[config.mk]
export PLATFORM = sky130hd
export DESIGN_NAME = sm3_expnd_top
export DESIGN_NICKNAME = d
export VERILOG_FILES = /design/src/design/sm3_expnd_pkg.sv /design/src/design/sm3_expnd_ctrl.sv /design/src/design/sm3_expnd_top.sv /design/src/design/sm3_prefetch_buf.sv /design/src/design/sm3_word_window.sv
export VERILOG_INCLUDE_DIRS = /design/src /design/src/design
export SDC_FILE = /design/constraint.sdc
export NUM_CORES = 1
export LEC_CHECK = 0
export BUFFER_PORTS_ARGS = -buffer_cell sky130_fd_sc_hd__clkbuf_2
export CAP_MARGIN = 20
export CORE_ASPECT_RATIO = 1.25
export CORE_UTILIZATION = 45
export DETAILED_ROUTE_END_ITERATION = 8
export PLACE_DENSITY = 0.65
export SYNTH_ARGS = -nofsm -noshare
export SYNTH_HDL_FRONTEND = slang
export SYNTH_HIERARCHICAL = 1
export SYNTH_SLANG_ARGS = --single-unit
[constraint.sdc]
create_clock -name clk -period 18.98 [get_ports clk]
set_input_delay 2.847 -clock clk [delete_from_list [all_inputs] [get_ports clk]]
set_output_delay 2.847 -clock clk [all_outputs]
set_load 0.01 [all_outputs]
[src/design/sm3_expnd_macros.svh]
`ifndef SM3_EXPND_MACROS_SVH
`define SM3_EXPND_MACROS_SVH

//////////////////////////////////////////////////////////////////////
// word and block geometry
//////////////////////////////////////////////////////////////////////

`define SM3_WORD_W      32  // message word width
`define SM3_BLK_WORDS   16  // words per padded block, also window slots

//////////////////////////////////////////////////////////////////////
// expansion schedule
//////////////////////////////////////////////////////////////////////

// words that must sit in the window before W0/W'0 can go out
`define SM3_HEAD_WORDS  5
`define SM3_EXP_ROUNDS  52  // W16 .. W67
`define SM3_OUT_PAIRS   64  // W/W' pairs per block

// next-block words held while the current block finishes
`define SM3_PRE_WORDS   4

`endif

[src/design/sm3_expnd_pkg.sv]
package sm3_expnd_pkg;

`include "sm3_expnd_macros.svh"

    // message or expanded word
    typedef logic [`SM3_WORD_W-1:0] sm3_word_t;

    // word index inside a block, wraps after the last word
    typedef logic [$clog2(`SM3_BLK_WORDS)-1:0] blk_idx_t;

    typedef logic [$clog2(`SM3_EXP_ROUNDS+1)-1:0] exp_cnt_t;  // pushes done
    typedef logic [$clog2(`SM3_PRE_WORDS+1)-1:0] pre_cnt_t;   // words held

    typedef enum logic [2:0] {
        st_idle,
        st_load_head,   // first words, nothing out yet
        st_stream,      // one word in, one pair out
        st_expand,      // expansion only, input blocked
        st_expand_pre,  // expansion plus prefetch of next block
        st_expand_fin,  // last pair of the block
        st_wait_pre,    // filling the prefetch buffer
        st_rapid_load   // buffer full, waiting for the fifth word
    } expnd_state_e;

endpackage

[src/design/sm3_expnd_ctrl.sv]
`timescale 1ns/1ps
`include "sm3_expnd_macros.svh"

module sm3_expnd_ctrl
    import sm3_expnd_pkg::*;
(
    input  logic     clk,
    input  logic     rst_n,

    input  logic     pad_vld_i,
    input  logic     pad_lst_i,
    input  pre_cnt_t pre_cnt_i,

    output logic     pad_rdy_o,
    output logic     win_shift_o,
    output logic     win_sel_exp_o,
    output logic     win_rpd_o,
    output logic     pre_push_o,
    output logic     pre_clr_o,
    output logic     expnd_vld_o,
    output logic     expnd_lst_o
);

    localparam blk_idx_t HEAD_LAST = blk_idx_t'(`SM3_HEAD_WORDS - 1);
    localparam blk_idx_t BLK_LAST  = blk_idx_t'(`SM3_BLK_WORDS - 1);
    localparam pre_cnt_t PRE_LAST  = pre_cnt_t'(`SM3_PRE_WORDS - 1);

    // pairs still owed after word 15, minus the cycles with ready back up
    localparam exp_cnt_t PRE_OPEN = exp_cnt_t'(`SM3_OUT_PAIRS - `SM3_BLK_WORDS
                                               + `SM3_HEAD_WORDS - `SM3_PRE_WORDS - 1);
    localparam exp_cnt_t EXP_LAST = exp_cnt_t'(`SM3_EXP_ROUNDS - 1);

    expnd_state_e state_q;
    expnd_state_e state_d;

    blk_idx_t     idx_q;        // counts every accepted word
    exp_cnt_t     exp_cnt_q;
    logic         lst_flg_q;    // block in the window is the last one
    logic         lst_nxt_q;    // prefetched block is the last one

    logic         pad_acc;
    logic         in_block;
    logic         exp_push;

    //////////////////////////////////////////////////////////////////////
    // handshake and strobes
    //////////////////////////////////////////////////////////////////////

    assign pad_rdy_o = (state_q != st_expand);  // blocked only while expanding
    assign pad_acc   = pad_vld_i & pad_rdy_o;

    assign in_block = (state_q == st_idle) || (state_q == st_load_head)
                   || (state_q == st_stream);
    assign exp_push = (state_q == st_expand) || (state_q == st_expand_pre);

    assign win_shift_o   = (in_block && pad_acc) || exp_push;
    assign win_sel_exp_o = exp_push;
    assign win_rpd_o     = (state_q == st_rapid_load) && pad_acc;

    // words of the next block while the current one drains
    assign pre_push_o = pad_acc && ((state_q == st_expand_pre)
                                 || (state_q == st_expand_fin)
                                 || (state_q == st_wait_pre));
    assign pre_clr_o  = win_rpd_o;

    assign expnd_vld_o = ((state_q == st_stream) && pad_acc) || exp_push
                      || (state_q == st_expand_fin);
    assign expnd_lst_o = lst_flg_q && (state_q == st_expand_fin);

    //////////////////////////////////////////////////////////////////////
    // state machine
    //////////////////////////////////////////////////////////////////////

    always_comb begin
        state_d = state_q;
        case (state_q)
            st_idle: begin
                if (pad_acc) state_d = st_load_head;
            end
            st_load_head: begin
                if (pad_acc && idx_q == HEAD_LAST) state_d = st_stream;
            end
            st_stream: begin
                if (pad_acc && idx_q == BLK_LAST) state_d = st_expand;
            end
            st_expand: begin
                if (exp_cnt_q == PRE_OPEN) state_d = st_expand_pre;
            end
            st_expand_pre: begin
                if (exp_cnt_q == EXP_LAST) state_d = st_expand_fin;
            end
            st_expand_fin: begin
                if (pre_cnt_i == '0 && !pad_acc) begin
                    state_d = st_idle;                 // nothing of a next block
                end else if (pre_cnt_i == PRE_LAST && pad_acc) begin
                    state_d = st_rapid_load;
                end else begin
                    state_d = st_wait_pre;
                end
            end
            st_wait_pre: begin
                if (pre_cnt_i == PRE_LAST && pad_acc) state_d = st_rapid_load;
            end
            st_rapid_load: begin
                if (pad_acc) state_d = st_stream;      // fifth head word
            end
            default: begin
                state_d = st_idle;
            end
        endcase
    end

    always_ff @(posedge clk or negedge rst_n) begin
        if (!rst_n) begin
            state_q <= st_idle;
        end else begin
            state_q <= state_d;
        end
    end

    //////////////////////////////////////////////////////////////////////
    // counters and last-block flags
    //////////////////////////////////////////////////////////////////////

    always_ff @(posedge clk or negedge rst_n) begin
        if (!rst_n) begin
            idx_q <= '0;
        end else if (pad_acc) begin
            idx_q <= idx_q + 1'b1;  // wraps to 0 after word 15
        end
    end

    always_ff @(posedge clk or negedge rst_n) begin
        if (!rst_n) begin
            exp_cnt_q <= '0;
        end else if (state_q == st_expand_fin) begin
            exp_cnt_q <= '0;
        end else if (exp_push) begin
            exp_cnt_q <= exp_cnt_q + 1'b1;
        end
    end

    always_ff @(posedge clk or negedge rst_n) begin
        if (!rst_n) begin
            lst_flg_q <= 1'b0;
            lst_nxt_q <= 1'b0;
        end else if (state_q == st_expand_fin) begin
            // hand over to the block that follows
            lst_flg_q <= lst_nxt_q | (pad_acc & pad_lst_i);
            lst_nxt_q <= 1'b0;
        end else if (pad_acc && pad_lst_i) begin
            if (state_q == st_expand_pre) begin
                lst_nxt_q <= 1'b1;
            end else begin
                lst_flg_q <= 1'b1;
            end
        end
    end

    // a rapid load never overlaps a shift and only takes a full buffer
    a_shift_rpd_excl: assert property (@(posedge clk) disable iff (!rst_n)
        win_rpd_o |-> (!win_shift_o && (pre_cnt_i == pre_cnt_t'(`SM3_PRE_WORDS))));

    a_vld_only_rdy: assert property (@(posedge clk) disable iff (!rst_n)
        pad_vld_i |-> pad_rdy_o);

endmodule

[src/design/sm3_expnd_top.sv]
`timescale 1ns/1ps
`include "sm3_expnd_macros.svh"

module sm3_expnd_top
    import sm3_expnd_pkg::*;
(
    input  logic      clk,
    input  logic      rst_n,

    input  sm3_word_t pad_d_i,
    input  logic      pad_vld_i,
    input  logic      pad_lst_i,
    output logic      pad_rdy_o,

    output sm3_word_t wj_o,
    output sm3_word_t wjj_o,
    output logic      expnd_vld_o,
    output logic      expnd_lst_o
);

    logic                          win_shift;
    logic                          win_sel_exp;
    logic                          win_rpd;
    logic                          pre_push;
    logic                          pre_clr;
    pre_cnt_t                      pre_cnt;
    sm3_word_t [`SM3_PRE_WORDS-1:0] pre_words;

    sm3_expnd_ctrl u_ctrl (
        .clk           (clk),
        .rst_n         (rst_n),
        .pad_vld_i     (pad_vld_i),
        .pad_lst_i     (pad_lst_i),
        .pre_cnt_i     (pre_cnt),
        .pad_rdy_o     (pad_rdy_o),
        .win_shift_o   (win_shift),
        .win_sel_exp_o (win_sel_exp),
        .win_rpd_o     (win_rpd),
        .pre_push_o    (pre_push),
        .pre_clr_o     (pre_clr),
        .expnd_vld_o   (expnd_vld_o),
        .expnd_lst_o   (expnd_lst_o)
    );

    sm3_word_window u_window (
        .clk           (clk),
        .rst_n         (rst_n),
        .win_shift_i   (win_shift),
        .win_sel_exp_i (win_sel_exp),
        .win_rpd_i     (win_rpd),
        .pad_d_i       (pad_d_i),
        .pre_words_i   (pre_words),
        .wj_o          (wj_o),
        .wjj_o         (wjj_o)
    );

    sm3_prefetch_buf u_prefetch (
        .clk         (clk),
        .rst_n       (rst_n),
        .pre_push_i  (pre_push),
        .pre_clr_i   (pre_clr),
        .pad_d_i     (pad_d_i),
        .pre_words_o (pre_words),
        .pre_cnt_o   (pre_cnt)
    );

endmodule

[src/design/sm3_prefetch_buf.sv]
`timescale 1ns/1ps
`include "sm3_expnd_macros.svh"

module sm3_prefetch_buf
    import sm3_expnd_pkg::*;
(
    input  logic                          clk,
    input  logic                          rst_n,

    input  logic                          pre_push_i,
    input  logic                          pre_clr_i,
    input  sm3_word_t                     pad_d_i,

    output sm3_word_t [`SM3_PRE_WORDS-1:0] pre_words_o,
    output pre_cnt_t                      pre_cnt_o
);

    sm3_word_t [`SM3_PRE_WORDS-1:0] buf_q;  // index 0 oldest once full
    pre_cnt_t                      cnt_q;

    // new word enters at the top, older ones move down
    always_ff @(posedge clk) begin
        if (pre_push_i) begin
            buf_q <= {pad_d_i, buf_q[`SM3_PRE_WORDS-1:1]};
        end
    end

    always_ff @(posedge clk or negedge rst_n) begin
        if (!rst_n) begin
            cnt_q <= '0;
        end else if (pre_clr_i) begin
            cnt_q <= '0;
        end else if (pre_push_i) begin
            cnt_q <= cnt_q + 1'b1;
        end
    end

    assign pre_words_o = buf_q;
    assign pre_cnt_o   = cnt_q;

    a_no_push_full: assert property (@(posedge clk) disable iff (!rst_n)
        pre_push_i |-> (cnt_q != pre_cnt_t'(`SM3_PRE_WORDS)));

endmodule

[src/design/sm3_word_window.sv]
`timescale 1ns/1ps
`include "sm3_expnd_macros.svh"

module sm3_word_window
    import sm3_expnd_pkg::*;
(
    input  logic                          clk,
    input  logic                          rst_n,

    input  logic                          win_shift_i,
    input  logic                          win_sel_exp_i,
    input  logic                          win_rpd_i,
    input  sm3_word_t                     pad_d_i,
    input  sm3_word_t [`SM3_PRE_WORDS-1:0] pre_words_i,

    output sm3_word_t                     wj_o,
    output sm3_word_t                     wjj_o
);

    localparam int NEWEST = `SM3_BLK_WORDS - 1;

    // slot 0 holds W(j-16) when W(j) is built
    localparam int TAP_J16 = NEWEST - 15;
    localparam int TAP_J13 = NEWEST - 12;
    localparam int TAP_J9  = NEWEST - 8;
    localparam int TAP_J6  = NEWEST - 5;
    localparam int TAP_J3  = NEWEST - 2;

    localparam int OUT_TAP  = NEWEST - 4;                // W(j) while W(j+4) is newest
    localparam int RPD_BASE = NEWEST - `SM3_PRE_WORDS;   // first slot of rapid load

    sm3_word_t win_q [`SM3_BLK_WORDS];

    sm3_word_t mix_word;
    sm3_word_t exp_word;
    sm3_word_t push_word;

    function automatic sm3_word_t rotl(input sm3_word_t x, input int unsigned n);
        rotl = (x << n) | (x >> (`SM3_WORD_W - n));
    endfunction

    function automatic sm3_word_t p1(input sm3_word_t x);
        p1 = x ^ rotl(x, 15) ^ rotl(x, 23);
    endfunction

    //////////////////////////////////////////////////////////////////////
    // expansion datapath
    //////////////////////////////////////////////////////////////////////

    assign mix_word = win_q[TAP_J16] ^ win_q[TAP_J9] ^ rotl(win_q[TAP_J3], 15);
    assign exp_word = p1(mix_word) ^ rotl(win_q[TAP_J13], 7) ^ win_q[TAP_J6];

    assign push_word = win_sel_exp_i ? exp_word : pad_d_i;

    //////////////////////////////////////////////////////////////////////
    // sixteen-word window, oldest first
    //////////////////////////////////////////////////////////////////////

    always_ff @(posedge clk or negedge rst_n) begin
        if (!rst_n) begin
            for (int i = 0; i < `SM3_BLK_WORDS; i++) begin
                win_q[i] <= '0;
            end
        end else if (win_shift_i) begin
            for (int i = 0; i < NEWEST; i++) begin
                win_q[i] <= win_q[i + 1];
            end
            win_q[NEWEST] <= push_word;
        end else if (win_rpd_i) begin
            // four prefetched words plus the word on the bus, one cycle
            for (int i = 0; i < `SM3_PRE_WORDS; i++) begin
                win_q[RPD_BASE + i] <= pre_words_i[i];
            end
            win_q[NEWEST] <= pad_d_i;
        end
    end

    assign wj_o  = win_q[OUT_TAP];
    assign wjj_o = win_q[OUT_TAP] ^ win_q[NEWEST];  // W'(j) = W(j) ^ W(j+4)

endmodule

**After elaboration in Yosys (flattened, before gate mapping)**

Index checks and enable logic that the tools add are counted.

- Flip-flop bits (word level): 658
- Latch bits: 0
- RAM bits: 0
- Bits in read-only memories: 0
- Input bits: 36
- Output and inout bits: 67
- Logic and storage cells: 116
- Memories: 0

- Add/sub/neg operators: 3
- $mul: 0
- Div/mod/pow operators: 0
- Order comparisons: 0
- Eq/ne operators: 21
- Shifts and indexed selects: 0
- Multiplexer cells: 23
- Bitwise logic cells: 14
- Reduce and logical (&&, ||, !) cells: 29

Operators with widths:

| kind | number |
|---|---|
| 160-bit 2-to-1 mux | 2 |
| 32-bit bitwise XOR | 7 |
| 32-bit by 15-bit bitwise OR with 32-bit output | 2 |
| 32-bit 2-to-1 mux | 1 |
| 32-bit by 23-bit bitwise OR with 32-bit output | 1 |
| 32-bit by 7-bit bitwise OR with 32-bit output | 1 |
| 3-bit 2-to-1 mux | 10 |
| 3-bit one-hot mux with 8 select lines | 1 |
| 3-bit == test, second input constant | 4 |
| 6-bit == test, second input constant | 2 |
| 6-bit 2-to-1 mux | 2 |
| 2-bit inequality test, second input constant | 6 |
| 1-bit logical AND | 10 |
| 2-bit nonzero test | 5 |
| 3-bit by 2-bit == test with 1-bit output, second input constant | 3 |
| 1-bit logical OR | 8 |
| 1-bit 2-to-1 mux | 7 |
| 7-bit AND reduction | 1 |
| 6-bit by 1-bit adder with 6-bit output, second input constant | 1 |
| 3-bit logical NOT | 2 |
| 4-bit by 1-bit adder with 4-bit output, second input constant | 1 |
| 4-bit by 3-bit == test with 1-bit output, second input constant | 1 |
| 4-bit == test, second input constant | 1 |
| 2-bit by 1-bit inequality test with 1-bit output, second input constant | 2 |
| other kinds (7) | 9 |

**Depth between registers and ports, before layout**

Gate-level depths: netlist of the first run.

- Depth after elaboration: 9
- Mapped depth: 11
- Mapped depth without buffers: 6

**By module**

The synthesis of the first run kept the hierarchy.

Modules (own cells, without submodules):

| module | instances | cells an instance | area an instance (um^2) |
|---|---|---|---|
| sm3_word_window | 1 | 1,712 | 22,839.4 |
| sm3_prefetch_buf | 1 | 139 | 3,980.1 |
| sm3_expnd_ctrl | 1 | 116 | 999.7 |

**Worst setup path after synthesis of the first run**

OpenSTA, ideal clock, no wires.

- Kind: input to register
- Start: input pad_vld_i
- End: register u_prefetch.cnt_q[2], in the netlist u_prefetch/pre_cnt_o[2]
- Arrival time: 10.193 ns
- Data required time: 18.842 ns
- Path slack: 8.648 ns
- Cell stages on the path: 5
- Cells stage by stage: buf_2 -> nand2_1 -> a21oi_1 -> a21bo_2 -> a21oi_1

- Word-level cells in the longest chain between the ends: 3
- Elaborated cells between the ends (all ways): 5

Ends and longest elaborated chain:

| item | RTL line | RTL |
|---|---|---|
| start: declaration | sm3_expnd_top.sv:11 | `input logic pad_vld_i,` |
| 1-bit bitwise AND | sm3_expnd_ctrl.sv:50 | `assign pad_acc = pad_vld_i & pad_rdy_o;` |
| 1-bit logical AND | sm3_expnd_ctrl.sv:61 | `assign pre_push_o = pad_acc && ((state_q == st_expand_pre)` |
| named net pre_push | sm3_expnd_top.sv:24 | `logic pre_push;` |
| 2-bit nonzero test (no line) | -- |  |
| end signal: assignment | sm3_prefetch_buf.sv:34 | `cnt_q <= cnt_q + 1'b1;` |
| end: declaration | sm3_prefetch_buf.sv:19 | `pre_cnt_t cnt_q;` |

The timed path passes the listed nets, and every way through them passes these cells.
A chain may end at the register's enable or synchronous reset.

**Final worst setup path of the first run**

- Start: input pad_vld_i
- End: output expnd_vld_o

- Word-level cells in the longest chain between the ends: 4

Ends and longest elaborated chain:

| item | RTL line | RTL |
|---|---|---|
| 1-bit bitwise AND | sm3_expnd_ctrl.sv:50 |  |
| 1-bit logical AND | sm3_expnd_ctrl.sv:66 | `assign expnd_vld_o = ((state_q == st_stream) && pad_acc) \|\| exp_push` |
| 1-bit logical OR | sm3_expnd_ctrl.sv:66 |  |
| 1-bit logical OR | sm3_expnd_ctrl.sv:67 | `\|\| (state_q == st_expand_fin);` |
| end: declaration | sm3_expnd_top.sv:17 | `output logic expnd_vld_o,` |

No other way between the ends.

==> reports/qor.txt, run 1 <==
Post-CTS Setup Bufs: 0
Worst Hold Class: flop to flop
H-tree depth: 2
CTS-repair resized insts: 0
Die X: 224 um
Yosys warning total: 6
Fin. Hold Viols: 0
Async SR Flop Fraction: 80.5%
vias per cell: 5.24
Pre-antenna DRT Iters: 5
Yosys top cell by area: dfrtp_1
Skew-Pair Late Insertion Delay: 630 ps
Cell Chain, Critical Path: clkbuf_2 > nor2_1 > o21ai_0 > clkbuf_2
GRT overflow: 0
number of diodes: 0
Area Overhead vs Synth: 11.1%
Largest delay share family, worst path: buffers and inverters
Commonest cells post-synth: dfrtp_1 (530), mux2_2 (358), nand2_1 (139)
vias: 15.2k
final setup fails: 0
most frequent cell after synthesis: dfrtp_1
DRT iter0 DRCs: 832
number of distinct library cells after synthesis: 55
drt total wl: 60500 um
ys flop type: dfrtp_1
Starting Density: 45.7%
skew final: 23.8 ps
final RePlAce weighted congestion: 0.782
required time worst endpoint: 16130 ps
WP buf/inv: 2
Num CTS Buffers: 61
status: finished clean
Top cell by count, worst path: clkbuf_2
CP Capture Type: output pin
Final Cycle Share: 33.2%
Data arrival, critical path: 3450 ps
fmax: 0.159 GHz
Hold Startpoint: u_prefetch/pre_words_o[108]
post-DP HPWL: 40100 um
WL/cell: 20.9 um
initial antenna violation count: 0
Total GRT Usage: 19.8%
Mean Syn Cell Area: 14.1 um2
slowest stage delay, CP: 200 ps
Detail Route Antenna Nets: 0
max-cap viol count: 0
worst r2r dst: u_window/win_q[17]
largest net degree at the start of global routing: 201
Port-buffer cells: 102
CTS tree: built
EDFF count, synth: 128
Slowest-stage cell, CP: clkbuf_2
Slew HR: 25.1%
Hold Path Depth: 0
largest cells by area after synthesis: dfrtp_1 (48%), mux2_2 (14%), edfxtp_1 (14%)
Synth Instances: 1967
root buffer cell: clkbuf_16
share of layout cells above drive strength 1: 29.1%
Row Count: 101
layout net count: 2056
element type at the critical path start: input port
Num Clock Sinks: 658
IO Count: 103
Die Y: 280 um
clk buf depth: 3
Die ar.: 62800 um2
cts hold-fix bufs: 0
sequential share of the synthesized area: 61.5%
core area: 60900 um2
reg2reg start: u_ctrl/state_q[1]
Final min period: 6300 ps
#FFs+latches synth: 658
Netlist Area Pre-Place: 27800 um2
Residual DRC: 0
worst r2r path cells: 7
Slew Viols, Final: 0
WHS Endpoint: u_prefetch/pre_words_o[76]
first-pass GRT wire length: 94200 um
Setup TNS Final: 0 ps
number of global-route vias before repair: 15.6k
Setup CP Type: input port to output pin
Post-Syn Nets: 2008
top-area cell type share of the netlist area: 47.7%
Fillers: 5296
Slew @ Worst Pin: 1120 ps
clock-pin slew on the worst setup and hold paths: 70 ps
Crit Path Max Fanout: 11
R2R Setup Slk: 15380 ps
RSZ-0062 raised after global routing: no
[how the worst max path moves through the flow]
stage              start  slack, ps                      end  cells past startpoint
6_report       pad_vld_i      12680              expnd_vld_o                      4
5_1_grt        pad_vld_i      12630              expnd_vld_o                      4
4_1_cts        pad_vld_i      12680              expnd_vld_o                      4
3_5_place_dp   pad_vld_i      12680              expnd_vld_o                      4
3_3_place_gp   pad_vld_i      12680              expnd_vld_o                      4
2_1_floorplan  pad_vld_i       8650  u_prefetch/pre_cnt_o[2]                      5
[stage by stage]
step / cells / area (um2) / worst slack, ps / hold WS [ps] / util [%]
4_1_cts: 2890 / 30900 / 12680 / 449 / 50.7
5_1_grt: 2891 / 30900 / 12630 / 456 / 50.7
2_1_floorplan: 1967 / 27800 / 8650 / 426 / -
3_3_place_gp: 2775 / 28800 / 12680 / 428 / 47.3
6_report: 2891 / 30900 / 12680 / 447 / 50.7
3_5_place_dp: 2775 / 28800 / 12680 / 434 / 47.3
[flip-flops by register name (all words and copies together) (netlist names), 3 cells and up]
name / flops
u_ctrl/state_q: 3
u_window/win_q: 480
u_prefetch/pre_words_o: 128
u_window/wj_o: 32
u_ctrl/exp_cnt_q: 6
u_prefetch/pre_cnt_o: 3
u_ctrl/idx_q: 4
[layout by cell type, fill, tap and decap left out, drive strengths merged, types with 21 or more instances in the layout]
master,count
xnor3,30
a21oi,42
inv,33
xor2,61
mux2,358
nor2,63
o21ai,134
mux2i,131
a221oi,21
xnor2,103
edfxtp,128
nand2,140
clkbuf,187
dfrtp,530
[area by class of cell]
type	count	area [um2]	area share (%)
clock buffer	86	1720	5.57
clock inverter	29	333	1.08
inverter	30	113	0.364
multi-input combinational	1144	9890	32.0
sequential	658	17100	55.4
tap	824	1030	3.34
timing repair buffer	120	713	2.31
[metal layers]
metal  vias to the layer above  track usage [%]  routed length [um]
met5                         -                0                   0
met4                         0             6.23                1790
met3                        88             2.91                2360
met2                       294             33.1               30200
met1                      7802             26.6               26100
li1                       6969                -                   -
[logic make-up (layout without fill, tap and decap cells)]
| kind of cell | count (synthesis) | in the layout | synth area share [%] |
|---|---|---|---|
| and+or+nand+nor | 230 | 230 | 3.45 |
| muxes | 489 | 489 | 19.2 |
| buffers and inverters | 165 | 265 | 3.09 |
| adders and majority gates | 5 | 5 | 0.225 |
| AOI/OAI and AO/OA | 224 | 224 | 4.58 |
| DFF | 658 | 658 | 61.5 |
| xor gates and xnor gates | 196 | 196 | 7.96 |
Power of run 1 is not shown: default switching activity piles up to over one toggle a cycle in this logic, so the estimate is an artifact.
==> inputs of run 2 (changes only) <==
Settings changed: PLACE_DENSITY 0.65 to 0.67.
Clock period 18.98 ns to 5.35 ns, I/O delays scaled along.
==> run 2 against run 1 <==
  * Worst hold slack got worse by 190 ps
  * Die area stayed put
  * First-iteration DRC count rose by 19%
  * Non-clock buffer count is 1 lower
  * Critical path depth is 1 higher
  * Sequential cell count unchanged
  * Via count about the same
  * Global-route usage is 0.17 points higher
  * Largest cell class unchanged
==> reports/qor.txt, run 2 (synthesis gave the netlist of run 1 again) <==
Num CTS Buffers: 60
required time worst endpoint: 5860 ps
share of layout cells above drive strength 1: 29.2%
first-pass GRT wire length: 95200 um
Post-CTS Setup Bufs: 0
metal2 WL: 31200 um
Setup CP Type: flop to flop
Slew HR: 30.6%
element type at the critical path start: flop
DRT iter0 DRCs: 988
Starting Density: 45.7%
number of diodes: 0
max-cap viol count: 0
Worst Hold Class: input port to asynchronous set/reset pin
fin cells: 2888
clk buf depth: 3
Fillers: 5299
root buffer cell: clkbuf_16
Area Overhead vs Synth: 11.4%
vias: 15.2k
status: finished clean
fmax: 0.297 GHz
H-tree depth: 2
Final Util: 50.9%
Port-buffer cells: 102
Residual DRC: 0
commonest non-fill, non-tap cell in the layout: dfrtp_1
Slew @ Worst Pin: 1040 ps
GRT overflow: 0
Largest register FFs: 480
post-DP HPWL: 40400 um
metal3 WL: 2460 um
final RePlAce weighted congestion: 0.811
layout net count: 2054
Setup TNS Final: 0 ps
Data arrival, critical path: 3880 ps
vias per cell: 5.25
Skew-Pair Late Insertion Delay: 630 ps
IO Count: 103
Crit Path Max Fanout: 171
Detail Route Antenna Nets: 0
CTS-repair resized insts: 0
RSZ-0062 raised after global routing: no
WL/cell: 21.2 um
Row Count: 101
number of global-route vias before repair: 15.7k
CTS tree: built
Die Y: 280 um
initial antenna violation count: 6
Sequential Area: 17100 um2
Total GRT Usage: 20.0%
Max Used Layer: met5
final setup fails: 0
Pre-antenna DRT Iters: 5
Multi-input gate area: 9890 um2
Slew Viols, Final: 0
CP Capture Type: flop
placed instance count: 2775
skew final: 36.3 ps
Die X: 224 um
Die ar.: 62800 um2
largest net degree at the start of global routing: 215
Num Clock Sinks: 658
clock-pin slew on the worst setup and hold paths: 70 ps
drt total wl: 61300 um
Final min period: 3370 ps
Fin. Hold Viols: 0
core area: 60900 um2
cts hold-fix bufs: 0
routed length on met1: 26000 um
most frequent cells in the layout: dfrtp_1 (530), mux2_2 (358), nand2_1 (139)
Largest Register: u_window/win_q
Final Cycle Share: 63.0%
run 2: through the flow:
step	hold WS [ps]	worst slack (ps)	cell area, um2
floorplan	426	127	27800
global placement	427	2020	28900
detailed placement	432	1970	28900
CTS	278	2050	31000
global route	303	1780	31000
finish	258	1980	31000
run 2: critical path, stage by stage, from the launching register on:
cell,delay (ps)
dfrtp_1,570
nand2b_2,430
o22ai_4,710
buf_4,400
buf_12,470
mux2_2,420
run 2: path summary, 6_finish.rpt:
check / from / to / slack, ps / cells past startpoint
worst min-delay path: rst_n / u_window/wj_o[28] / 260 / 1
worst min register to register: u_prefetch/pre_words_o[115] / u_prefetch/pre_words_o[83] / 450 / 0
min in group clk: pad_d_i[15] / u_prefetch/pre_words_o[111] / 380 / 1
worst max-delay path: u_ctrl/state_q[1] / u_window/win_q[398] / 1980 / 5
worst max register to register: u_ctrl/state_q[1] / u_window/win_q[398] / 1980 / 5
max in group asynchronous: rst_n / u_window/win_q[176] / 3850 / 2
run 2: layer usage:
| metal | up-vias | global-route usage (%) |
|---|---|---|
| met3 | 96 | 3.20 |
| met2 | 275 | 34.1 |
| met4 | 12 | 5.65 |
| met5 | - | 0 |
| li1 | 6958 | - |
| met1 | 7816 | 26.3 |
run 2: area by class of cell:
| cell class | count | area share [%] |
|---|---|---|
| Sequential cell | 658 | 55.2 |
| Multi-Input combinational cell | 1144 | 31.9 |
| Clock buffer | 70 | 5.03 |
| Tap cell | 824 | 3.33 |
| Timing Repair Buffer | 119 | 2.41 |
| Clock inverter | 43 | 1.74 |
| Inverter | 30 | 0.363 |
Power of run 2 is left out for the same reason.
